===== src/fetch_pkg.sv =====
////////////////////
// fetch package
// widths, superscalar fetch width and branch target
// buffer geometry shared by the fetch front end
////////////////////

package fetch_pkg;

  ////////////////////
  // datapath widths
  ////////////////////

  // instruction address
  typedef logic [63:0] addr_t;

  // one instruction word
  typedef logic [31:0] inst_t;

  // aligned block returned by instruction memory
  typedef logic [63:0] fetch_block_t;

  // two instructions per fetch
  localparam int NUM_SUPER = 2;

  // one bit per fetch slot
  typedef logic [NUM_SUPER-1:0] slot_mask_t;

  ////////////////////
  // btb geometry
  ////////////////////

  // 16 entries, index from pc bits 5..2
  localparam int BTB_INDEX_BITS = 4;
  typedef logic [BTB_INDEX_BITS-1:0] btb_index_t;

  // everything above the index bits
  localparam int BTB_TAG_BITS = 58;
  typedef logic [BTB_TAG_BITS-1:0] btb_tag_t;

  // two bit saturating counter
  typedef logic [1:0] counter_t;

  // install value, also the taken threshold
  localparam counter_t CTR_WEAK_TAKEN = 2'd2;

endpackage


===== src/btb_table.sv =====
////////////////////
// btb table
// direct mapped branch target buffer, two combinational
// lookup ports and one training port with 2-bit counters
////////////////////

`timescale 1ns/10ps

module btb_table (
  input  logic                  clock,
  input  logic                  reset,
  // lookup ports
  input  fetch_pkg::btb_index_t lookup_index_0,
  input  fetch_pkg::btb_index_t lookup_index_1,
  input  fetch_pkg::btb_tag_t   lookup_tag_0,
  input  fetch_pkg::btb_tag_t   lookup_tag_1,
  // training port
  input  logic                  write_enable,
  input  fetch_pkg::addr_t      write_pc,
  input  logic                  write_taken,
  input  fetch_pkg::addr_t      write_target,
  // lookup results
  output logic                  hit_0,
  output logic                  hit_1,
  output fetch_pkg::counter_t   counter_0,
  output fetch_pkg::counter_t   counter_1,
  output fetch_pkg::addr_t      target_0,
  output fetch_pkg::addr_t      target_1
);

  import fetch_pkg::*;

  // per-entry state
  logic [2**BTB_INDEX_BITS-1:0] entry_valid;
  btb_tag_t                     entry_tag    [2**BTB_INDEX_BITS];
  addr_t                        entry_target [2**BTB_INDEX_BITS];
  counter_t                     entry_ctr    [2**BTB_INDEX_BITS];

  // training address split
  btb_index_t write_index;
  btb_tag_t   write_tag;
  logic       write_hit;
  counter_t   ctr_up;
  counter_t   ctr_down;

  ////////////////////
  // lookup
  ////////////////////

  // tag compare on both ports in the same cycle
  assign hit_0     = entry_valid[lookup_index_0] && (entry_tag[lookup_index_0] == lookup_tag_0);
  assign hit_1     = entry_valid[lookup_index_1] && (entry_tag[lookup_index_1] == lookup_tag_1);
  assign counter_0 = entry_ctr[lookup_index_0];
  assign counter_1 = entry_ctr[lookup_index_1];
  assign target_0  = entry_target[lookup_index_0];
  assign target_1  = entry_target[lookup_index_1];

  ////////////////////
  // training
  ////////////////////

  // index is pc[5:2], tag is the rest above it
  assign write_index = write_pc[BTB_INDEX_BITS+1:2];
  assign write_tag   = write_pc[$bits(addr_t)-1 -: BTB_TAG_BITS];
  assign write_hit   = entry_valid[write_index] && (entry_tag[write_index] == write_tag);

  // saturating counter steps
  always_comb
  begin
    ctr_up   = entry_ctr[write_index];
    ctr_down = entry_ctr[write_index];
    if (entry_ctr[write_index] != '1)
      ctr_up = entry_ctr[write_index] + counter_t'(1);
    if (entry_ctr[write_index] != '0)
      ctr_down = entry_ctr[write_index] - counter_t'(1);
  end

  // valid bits: only a taken update that misses installs an entry
  always_ff @(posedge clock)
  begin
    if (reset)
      entry_valid <= '0;
    else if (write_enable && write_taken && !write_hit)
      entry_valid[write_index] <= 1'b1;
  end

  // tag, target and counter
  always_ff @(posedge clock)
  begin
    if (write_enable && write_taken)
    begin
      // taken always rewrites the target
      entry_target[write_index] <= write_target;
      if (write_hit)
        entry_ctr[write_index] <= ctr_up;
      else
      begin
        // fresh entry starts weakly taken
        entry_tag[write_index] <= write_tag;
        entry_ctr[write_index] <= CTR_WEAK_TAKEN;
      end
    end
    else if (write_enable && write_hit)
      // not taken on a hit, step down
      entry_ctr[write_index] <= ctr_down;
  end

endmodule


===== src/branch_predictor.sv =====
////////////////////
// branch predictor
// looks up both fetch slots in the btb, decides taken
// per slot with slot 0 first, picks the next fetch pc
////////////////////

`timescale 1ns/10ps

module branch_predictor (
  input  logic                  clock,
  input  logic                  reset,
  // from fetch stage
  input  fetch_pkg::addr_t      fetch_pc,
  input  fetch_pkg::addr_t      seq_next_pc,
  input  fetch_pkg::slot_mask_t raw_valid,
  // resolution port from a later stage
  input  logic                  update_valid,
  input  fetch_pkg::addr_t      update_pc,
  input  logic                  update_taken,
  input  fetch_pkg::addr_t      update_target,
  // to fetch stage
  output fetch_pkg::slot_mask_t take_branch,
  output fetch_pkg::addr_t      branch_target,
  output fetch_pkg::addr_t      next_pc,
  output fetch_pkg::slot_mask_t inst_valid
);

  import fetch_pkg::*;

  // slot addresses within the aligned block
  addr_t      slot_pc_0;
  addr_t      slot_pc_1;
  btb_index_t lookup_index_0;
  btb_index_t lookup_index_1;
  btb_tag_t   lookup_tag_0;
  btb_tag_t   lookup_tag_1;

  // table results
  logic       hit_0;
  logic       hit_1;
  counter_t   counter_0;
  counter_t   counter_1;
  addr_t      target_0;
  addr_t      target_1;

  ////////////////////
  // lookup addresses
  ////////////////////

  // slot 0 is the aligned pc, slot 1 the word after it
  assign slot_pc_0 = {fetch_pc[$bits(addr_t)-1:3], 3'b000};
  assign slot_pc_1 = slot_pc_0 + addr_t'(4);

  assign lookup_index_0 = slot_pc_0[BTB_INDEX_BITS+1:2];
  assign lookup_index_1 = slot_pc_1[BTB_INDEX_BITS+1:2];
  assign lookup_tag_0   = slot_pc_0[$bits(addr_t)-1 -: BTB_TAG_BITS];
  assign lookup_tag_1   = slot_pc_1[$bits(addr_t)-1 -: BTB_TAG_BITS];

  btb_table u_btb_table (
    .clock          (clock),
    .reset          (reset),
    .lookup_index_0 (lookup_index_0),
    .lookup_index_1 (lookup_index_1),
    .lookup_tag_0   (lookup_tag_0),
    .lookup_tag_1   (lookup_tag_1),
    .write_enable   (update_valid),
    .write_pc       (update_pc),
    .write_taken    (update_taken),
    .write_target   (update_target),
    .hit_0          (hit_0),
    .hit_1          (hit_1),
    .counter_0      (counter_0),
    .counter_1      (counter_1),
    .target_0       (target_0),
    .target_1       (target_1)
  );

  ////////////////////
  // prediction
  ////////////////////

  // slot 0 wins; slot 1 only counts when slot 0 falls through
  assign take_branch[0] = raw_valid[0] && hit_0 && (counter_0 >= CTR_WEAK_TAKEN);
  assign take_branch[1] = raw_valid[1] && hit_1 && (counter_1 >= CTR_WEAK_TAKEN)
                          && !take_branch[0];

  // target of whichever slot is taken
  always_comb
  begin
    if (take_branch[0])
      branch_target = target_0;
    else
      branch_target = target_1;
  end

  assign next_pc = (|take_branch) ? branch_target : seq_next_pc;

  // instruction behind a taken slot 0 is squashed
  assign inst_valid[0] = raw_valid[0];
  assign inst_valid[1] = raw_valid[1] && !take_branch[0];

endmodule


===== src/fetch_stage.sv =====
////////////////////
// fetch stage
// pc register, aligned memory address and split of the
// 64-bit block into two slots with npc and target
////////////////////

`timescale 1ns/10ps

module fetch_stage (
  input  logic                                             clock,
  input  logic                                             reset,
  input  logic                                             get_next_inst,
  // instruction memory
  input  fetch_pkg::fetch_block_t                          imem_data,
  input  logic                                             imem_valid,
  // from predictor
  input  fetch_pkg::slot_mask_t                            take_branch,
  input  fetch_pkg::addr_t                                 branch_target,
  input  fetch_pkg::addr_t                                 next_pc,
  input  fetch_pkg::slot_mask_t                            inst_valid,
  // to instruction memory
  output fetch_pkg::addr_t                                 imem_addr,
  // to predictor
  output fetch_pkg::addr_t                                 fetch_pc,
  output fetch_pkg::addr_t                                 seq_next_pc,
  output fetch_pkg::slot_mask_t                            raw_valid,
  // per-slot results down the pipeline
  output fetch_pkg::addr_t     [fetch_pkg::NUM_SUPER-1:0]  npc,
  output fetch_pkg::inst_t     [fetch_pkg::NUM_SUPER-1:0]  ir,
  output fetch_pkg::addr_t     [fetch_pkg::NUM_SUPER-1:0]  target,
  output fetch_pkg::slot_mask_t                            valid_inst
);

  import fetch_pkg::*;

  addr_t pc_q;
  logic  pc_enable;

  ////////////////////
  // pc register
  ////////////////////

  // a predicted branch must not be lost to a stall
  assign pc_enable = (imem_valid && get_next_inst) || (|take_branch);

  always_ff @(posedge clock)
  begin
    if (reset)
      pc_q <= '0;
    else if (pc_enable)
      pc_q <= next_pc;
  end

  assign fetch_pc  = pc_q;

  // memory is read one aligned block at a time
  assign imem_addr = {pc_q[$bits(addr_t)-1:3], 3'b000};

  // upper word only -> step 4, else the whole block
  assign seq_next_pc = pc_q[2] ? (pc_q + addr_t'(4)) : (pc_q + addr_t'(NUM_SUPER * 4));

  // slot 0 holds nothing useful when pc points at the upper word
  assign raw_valid[0] = pc_q[2] ? 1'b0 : imem_valid;
  assign raw_valid[1] = imem_valid;

  ////////////////////
  // slot outputs
  ////////////////////

  always_comb
  begin
    // low half goes to slot 0
    for (int i = 0; i < NUM_SUPER; i++)
      ir[i] = imem_data[i*$bits(inst_t) +: $bits(inst_t)];
  end

  // slot 0 repeats the pc when it sits in the upper word
  assign npc[0] = pc_q[2] ? pc_q : (pc_q + addr_t'(4));
  assign npc[1] = seq_next_pc;

  always_comb
  begin
    // taken slot carries the predicted target
    for (int i = 0; i < NUM_SUPER; i++)
      target[i] = take_branch[i] ? branch_target : npc[i];
  end

  // already masked by the predictor
  assign valid_inst = inst_valid;

endmodule


===== src/fetch_unit.sv =====
////////////////////
// fetch unit
// top of the two-wide fetch front end, fetch stage
// plus branch predictor
////////////////////

`timescale 1ns/10ps

module fetch_unit (
  input  logic                                            clock,
  input  logic                                            reset,
  input  logic                                            get_next_inst,
  // instruction memory
  input  fetch_pkg::fetch_block_t                         imem_data,
  input  logic                                            imem_valid,
  output fetch_pkg::addr_t                                imem_addr,
  // branch resolution from a later stage
  input  logic                                            update_valid,
  input  fetch_pkg::addr_t                                update_pc,
  input  logic                                            update_taken,
  input  fetch_pkg::addr_t                                update_target,
  // per-slot outputs
  output fetch_pkg::addr_t     [fetch_pkg::NUM_SUPER-1:0] npc,
  output fetch_pkg::inst_t     [fetch_pkg::NUM_SUPER-1:0] ir,
  output fetch_pkg::addr_t     [fetch_pkg::NUM_SUPER-1:0] target,
  output fetch_pkg::slot_mask_t                           inst_valid
);

  import fetch_pkg::*;

  // fetch stage to predictor
  addr_t      fetch_pc;
  addr_t      seq_next_pc;
  slot_mask_t raw_valid;

  // predictor to fetch stage
  slot_mask_t take_branch;
  addr_t      branch_target;
  addr_t      next_pc;
  slot_mask_t pred_inst_valid;

  fetch_stage u_fetch_stage (
    .clock         (clock),
    .reset         (reset),
    .get_next_inst (get_next_inst),
    .imem_data     (imem_data),
    .imem_valid    (imem_valid),
    .take_branch   (take_branch),
    .branch_target (branch_target),
    .next_pc       (next_pc),
    .inst_valid    (pred_inst_valid),
    .imem_addr     (imem_addr),
    .fetch_pc      (fetch_pc),
    .seq_next_pc   (seq_next_pc),
    .raw_valid     (raw_valid),
    .npc           (npc),
    .ir            (ir),
    .target        (target),
    .valid_inst    (inst_valid)
  );

  // trained straight from the resolution port
  branch_predictor u_branch_predictor (
    .clock         (clock),
    .reset         (reset),
    .fetch_pc      (fetch_pc),
    .seq_next_pc   (seq_next_pc),
    .raw_valid     (raw_valid),
    .update_valid  (update_valid),
    .update_pc     (update_pc),
    .update_taken  (update_taken),
    .update_target (update_target),
    .take_branch   (take_branch),
    .branch_target (branch_target),
    .next_pc       (next_pc),
    .inst_valid    (pred_inst_valid)
  );

endmodule


===== config.mk =====
export PLATFORM = sky130hd
export DESIGN_NAME = fetch_unit
export DESIGN_NICKNAME = d
export VERILOG_FILES = /design/src/fetch_pkg.sv /design/src/btb_table.sv /design/src/branch_predictor.sv /design/src/fetch_stage.sv /design/src/fetch_unit.sv
export SDC_FILE = /design/constraint.sdc
export NUM_CORES = 2
export LEC_CHECK = 0
export BUFFER_PORTS_ARGS = -buffer_cell sky130_fd_sc_hd__buf_4
export CORE_MARGIN = 3
export CORE_UTILIZATION = 46
export CTS_BUF_LIST = sky130_fd_sc_hd__clkbuf_16
export DETAILED_ROUTE_END_ITERATION = 7
export PLACE_DENSITY = 0.62
export SETUP_SLACK_MARGIN = 0.15
export SLEW_MARGIN = 20
export SYNTH_ARGS = -nofsm -noshare
export SYNTH_HDL_FRONTEND = slang
export SYNTH_SLANG_ARGS = --single-unit

===== constraint.sdc =====
create_clock -name clock -period 18.25 [get_ports clock]
set_input_delay 0.9125 -clock clock [delete_from_list [all_inputs] [get_ports clock]]
set_output_delay 0.9125 -clock clock [all_outputs]
set_load 0.03 [all_outputs]

==> parameters.txt <==
Parameter                              Value

Outcome
  Outcome ... finished clean

Run
  Max cap viols ... 0

Timing
  Achievable frequency ... 104 MHz
  Setup Skew ... 0.0587 ns
  Final TNS setup ... 0 ns
  Final worst path period share ... a little over half
  Worst Hold Slack ... 0.348 ns
  Max Slew Vio Count ... 0
  Setup-failing EPs final ... 0
  Minimum period implied by the final worst setup slack ... 9.57 ns
  Measured slew at the worst slew-check pin ... roughly 1.2 ns
  Setup repair after global routing missed its margin ... no
  Final Hold Vio Count ... 0
  Max-slew headroom at the worst pin ... between 10% and 20%

Global routing
  Vias in the first global route ... 53,100
  Number of antenna violations at the first check in global routing ... 36
  Overall overflow remaining after global route ... 0
  Pin count of the biggest net entering global routing ... 120
  Global-route wire length before repair ... between 400 and 500 mm
  GRT Total Usage ... 29.9%

Yosys
  Sequential element share of the synthesized area ... approximately two thirds
  Area contributors post-synth ... sky130_fd_sc_hd__edfxtp_1, sky130_fd_sc_hd__mux4_2, sky130_fd_sc_hd__mux2i_1
  Flip-flop cell with the highest count after synthesis ... sky130_fd_sc_hd__edfxtp_1
  Synth async-reset ratio ... 0%
  Number of synthesized register bits ... 2,067
  Dominant cell type by area after synthesis ... sky130_fd_sc_hd__edfxtp_1
  Count of unique library cells instantiated by Yosys ... slightly below 80
  Share of the synthesized area in the top cell type ... approximately 64%
  Count of flip-flops with a built-in enable after synthesis ... 1,984
  Cell area after synthesis ... 93,300 µm²
  Syn avg cell area ... 18.0 µm²
  Number of cells produced by synthesis ... a little over 5,000
  YS warnings ... 0

Routing
  Wire length per cell ... 38.0 µm
  Detail-routed via count per cell ... approximately 6.5
  Count of nets left with antenna violations after detail routing ... 0
  Detailed router's first-iteration violation count ... 7,441
  Total via count in the routed design ... around 54,000
  Detailed Routing Iterations Pass 1 ... 5
  Sum of routed wire length over all layers ... roughly 320 mm
  Post-detailed-route DRC marker count ... 0

Clocking
  CTS clk-pin slew, worst paths ... approximately 0.07 ns
  Clock sink total ... 2,067
  Post-CTS Repair Setup Buffers ... 0
  Maximum level of the CTS H-tree ... 4
  Worst-Skew Late Latency ... between 0.8 and 0.9 ns
  Root Driver ... sky130_fd_sc_hd__clkbuf_16
  Quantity of gates resized following cts ... 0
  CTS tree ... built
  Clock buffer count from CTS ... between 200 and 250
  Clock Path Buffers ... 3
  # hold bufs at CTS ... 0

Worst hold path
  Class of the tightest hold or removal check ... in2reg

Power and ir drop
  Cell Int Power ... about 8 mW
  Relative contribution of the clock network to total power ... 40.9%
  Power density over the cells ... 96.3 nW/µm²
  Switching component of the power ... between 2 and 2.5 mW
  Combinational cell fraction of total power ... roughly 7.0%
  Sequential power share ... 52.1%
  Switching part of the total power ... 22.8%
  Static Leakage ... 34.2 nW
  Total Power Consumption ... 10.1 mW
  Peak supply drop ... between 0.00009 and 0.0001 V

Setup path
  Data required time of the critical path ... 17.34 ns
  Largest incremental delay on the critical path ... 0.78 ns
  Arrival time at the worst endpoint ... 8.66 ns
  Startpoint-to-endpoint class of the critical path ... reg2out
  Cell chain of the critical path ... buf_4 > buf_4 > buf_4 > mux2i_1 > xnor2_1 > nor4_1 > nand4_1 > nor4_2 > buf_12 > nor3_4 > buf_4 > buf_4 > a21oi_1 > buf_4
  Critical-path cell with the highest stage delay ... sky130_fd_sc_hd__buf_4
  Worst reg2reg setup slack ... 10.59 ns
  Endpoint type of the worst setup path ... output pin
  Critical Path Most Common Cell ... sky130_fd_sc_hd__buf_4
  Top fanout value on the critical path ... approximately 120
  CP Launch Type ... flop

Place
  Final RePlAce weighted congestion ... between 0.8 and 0.9
  Total half-perimeter wirelength after legalization and detailed placement ... 198 mm
  Number of port buffers ... 448
  Placed standard-cell area ... 98,500 µm²

Cells and area
  Total area of multi-input combinational cells ... 29,000 µm²
  Non-Filler Cell Area, Final ... ~110,000 µm²
  Footprint of the flip-flops and latches ... about 60,000 µm²
  Layout cell share with drive strength beyond 1 ... 30.4%
  Area Growth Syn to Fin ... 12.7%
  Count of nets after finishing ... approximately 5,600
  FILL cells ... around 16,000

Floorplanning
  Chip width ... 456 µm
  Die area ... approximately 210,000 µm²
  Core Area ... 201,000 µm²
  Number of placed I/O pins ... 584
  Vertical die dimension ... 456 µm
  Floorplan row count ... 164
  Effective utilization at floorplan ... 46.5%
## cells by family (layout without fill, tap and decap cells)
| group | Yosys count | in the layout | synth area share (%) |
|---|---|---|---|
| other | 2 | 25 | 0.00805 |
| xor gates and xnor gates | 276 | 276 | 2.59 |
| muxes | 1184 | 1184 | 22.0 |
| buffers and inverters | 628 | 1069 | 3.56 |
| and+or+nand+nor | 617 | 617 | 3.13 |
| AOI/OAI and AO/OA | 408 | 408 | 3.04 |
| DFF | 2067 | 2067 | 65.6 |
| adders and majority gates | 1 | 1 | 0.0134 |
## stage by stage
step | std cells | setup WS (ns) | util, %
floorplan | 5186 | 9.03 | -
global placement | 7891 | 9.69 | 49.1
detailed placement | 7891 | 9.66 | 49.1
CTS | 8283 | 8.70 | 52.4
global route | 8294 | 8.49 | 52.4
finish | 8303 | 8.68 | 52.4
## cells in the mapped netlist (all sizes together), types with 5 or more instances
master	instances
a22oi	56
o32ai	14
buf	365
or3	12
a22o	14
mux2i	450
a31oi	11
xnor2	242
o211ai	5
and2	17
nor4	40
or2	6
a221oi	18
a211oi	57
xor2	34
nand2	127
nand2b	16
nand4	23
or4	9
nor2b	13
mux4	690
nor2	245
o22ai	16
o2111a	16
nor3	45
a21oi	142
edfxtp	1984
o21ai	22
inv	62
clkbuf	197
mux2	44
dfxtp	83
and3	8
nand3	46
## power groups by stage
stage | Sequential (mW) | Combinational (mW) | Clock, mW
final | 5.28 | 0.706 | 4.14
after global routing | 5.28 | 0.739 | 4.38
after CTS | 5.28 | 0.706 | 4.18
after detailed placement | 5.38 | 0.704 | 0
after global placement | 5.38 | 0.696 | 0
after floorplan | 5.37 | 0.455 | 0
## worst max-delay path: cells and delay by family, from the launching register on
kind | cells | cell delay, ns
buffers and inverters | 7 | 3.58
muxes | 1 | 0.58
xor gates and xnor gates | 1 | 0.23
and+or+nand+nor | 4 | 1.70
AOI/OAI and AO/OA | 1 | 0.64
DFF | 1 | 0.64
## path summary, 6_finish.rpt
kind,from,endpoint,depth (start not counted)
max,flop,target[125],14
min,update_target[36],u_branch_predictor.u_btb_table.entry_target[7][36],1
max reg2reg,flop,u_fetch_stage.fetch_pc[22],13
min reg2reg,u_branch_predictor.u_btb_table.entry_valid[4],u_branch_predictor.u_btb_table.entry_valid[4],2
## cell usage in the layout (no fill, tap or decap), types with 75 or more instances in the layout
cell,n
sky130_fd_sc_hd__a21oi_1,142
sky130_fd_sc_hd__buf_4,602
sky130_fd_sc_hd__clkbuf_16,213
sky130_fd_sc_hd__dfxtp_1,75
sky130_fd_sc_hd__edfxtp_1,1984
sky130_fd_sc_hd__inv_1,110
sky130_fd_sc_hd__mux2i_1,449
sky130_fd_sc_hd__mux4_2,690
sky130_fd_sc_hd__nand2_1,126
sky130_fd_sc_hd__nor2_1,228
sky130_fd_sc_hd__xnor2_1,242
## area by class of cell
cell class                 count  share of cell area (%)
clock inverter               179                    1.19
tap                         2656                    3.16
sequential                  2067                    58.3
multi-input combinational   2491                    27.6
inverter                      66                   0.247
timing repair buffer         611                    4.45
antenna                       20                  0.0476
clock buffer                 213                    5.07
## layer usage
layer / track usage, % / vias up / wire [µm]
met3: 6.92 / 686 / 31900
met2: 46.8 / 3469 / 149000
li1: - / 21400 / -
met4: 15.0 / 16 / 18000
met5: 0 / - / 104
met1: 39.3 / 28800 / 117000
## sequential cells by signal (all words and copies together) (netlist names), named ones only
register / flops
u_branch_predictor.u_btb_table.entry_target: 1024
u_branch_predictor.u_btb_table.entry_ctr: 32
u_fetch_stage.fetch_pc: 64
u_branch_predictor.u_btb_table.entry_tag: 928
u_branch_predictor.u_btb_table.entry_valid: 16
Note: power is estimated with default switching activity, not from simulation.
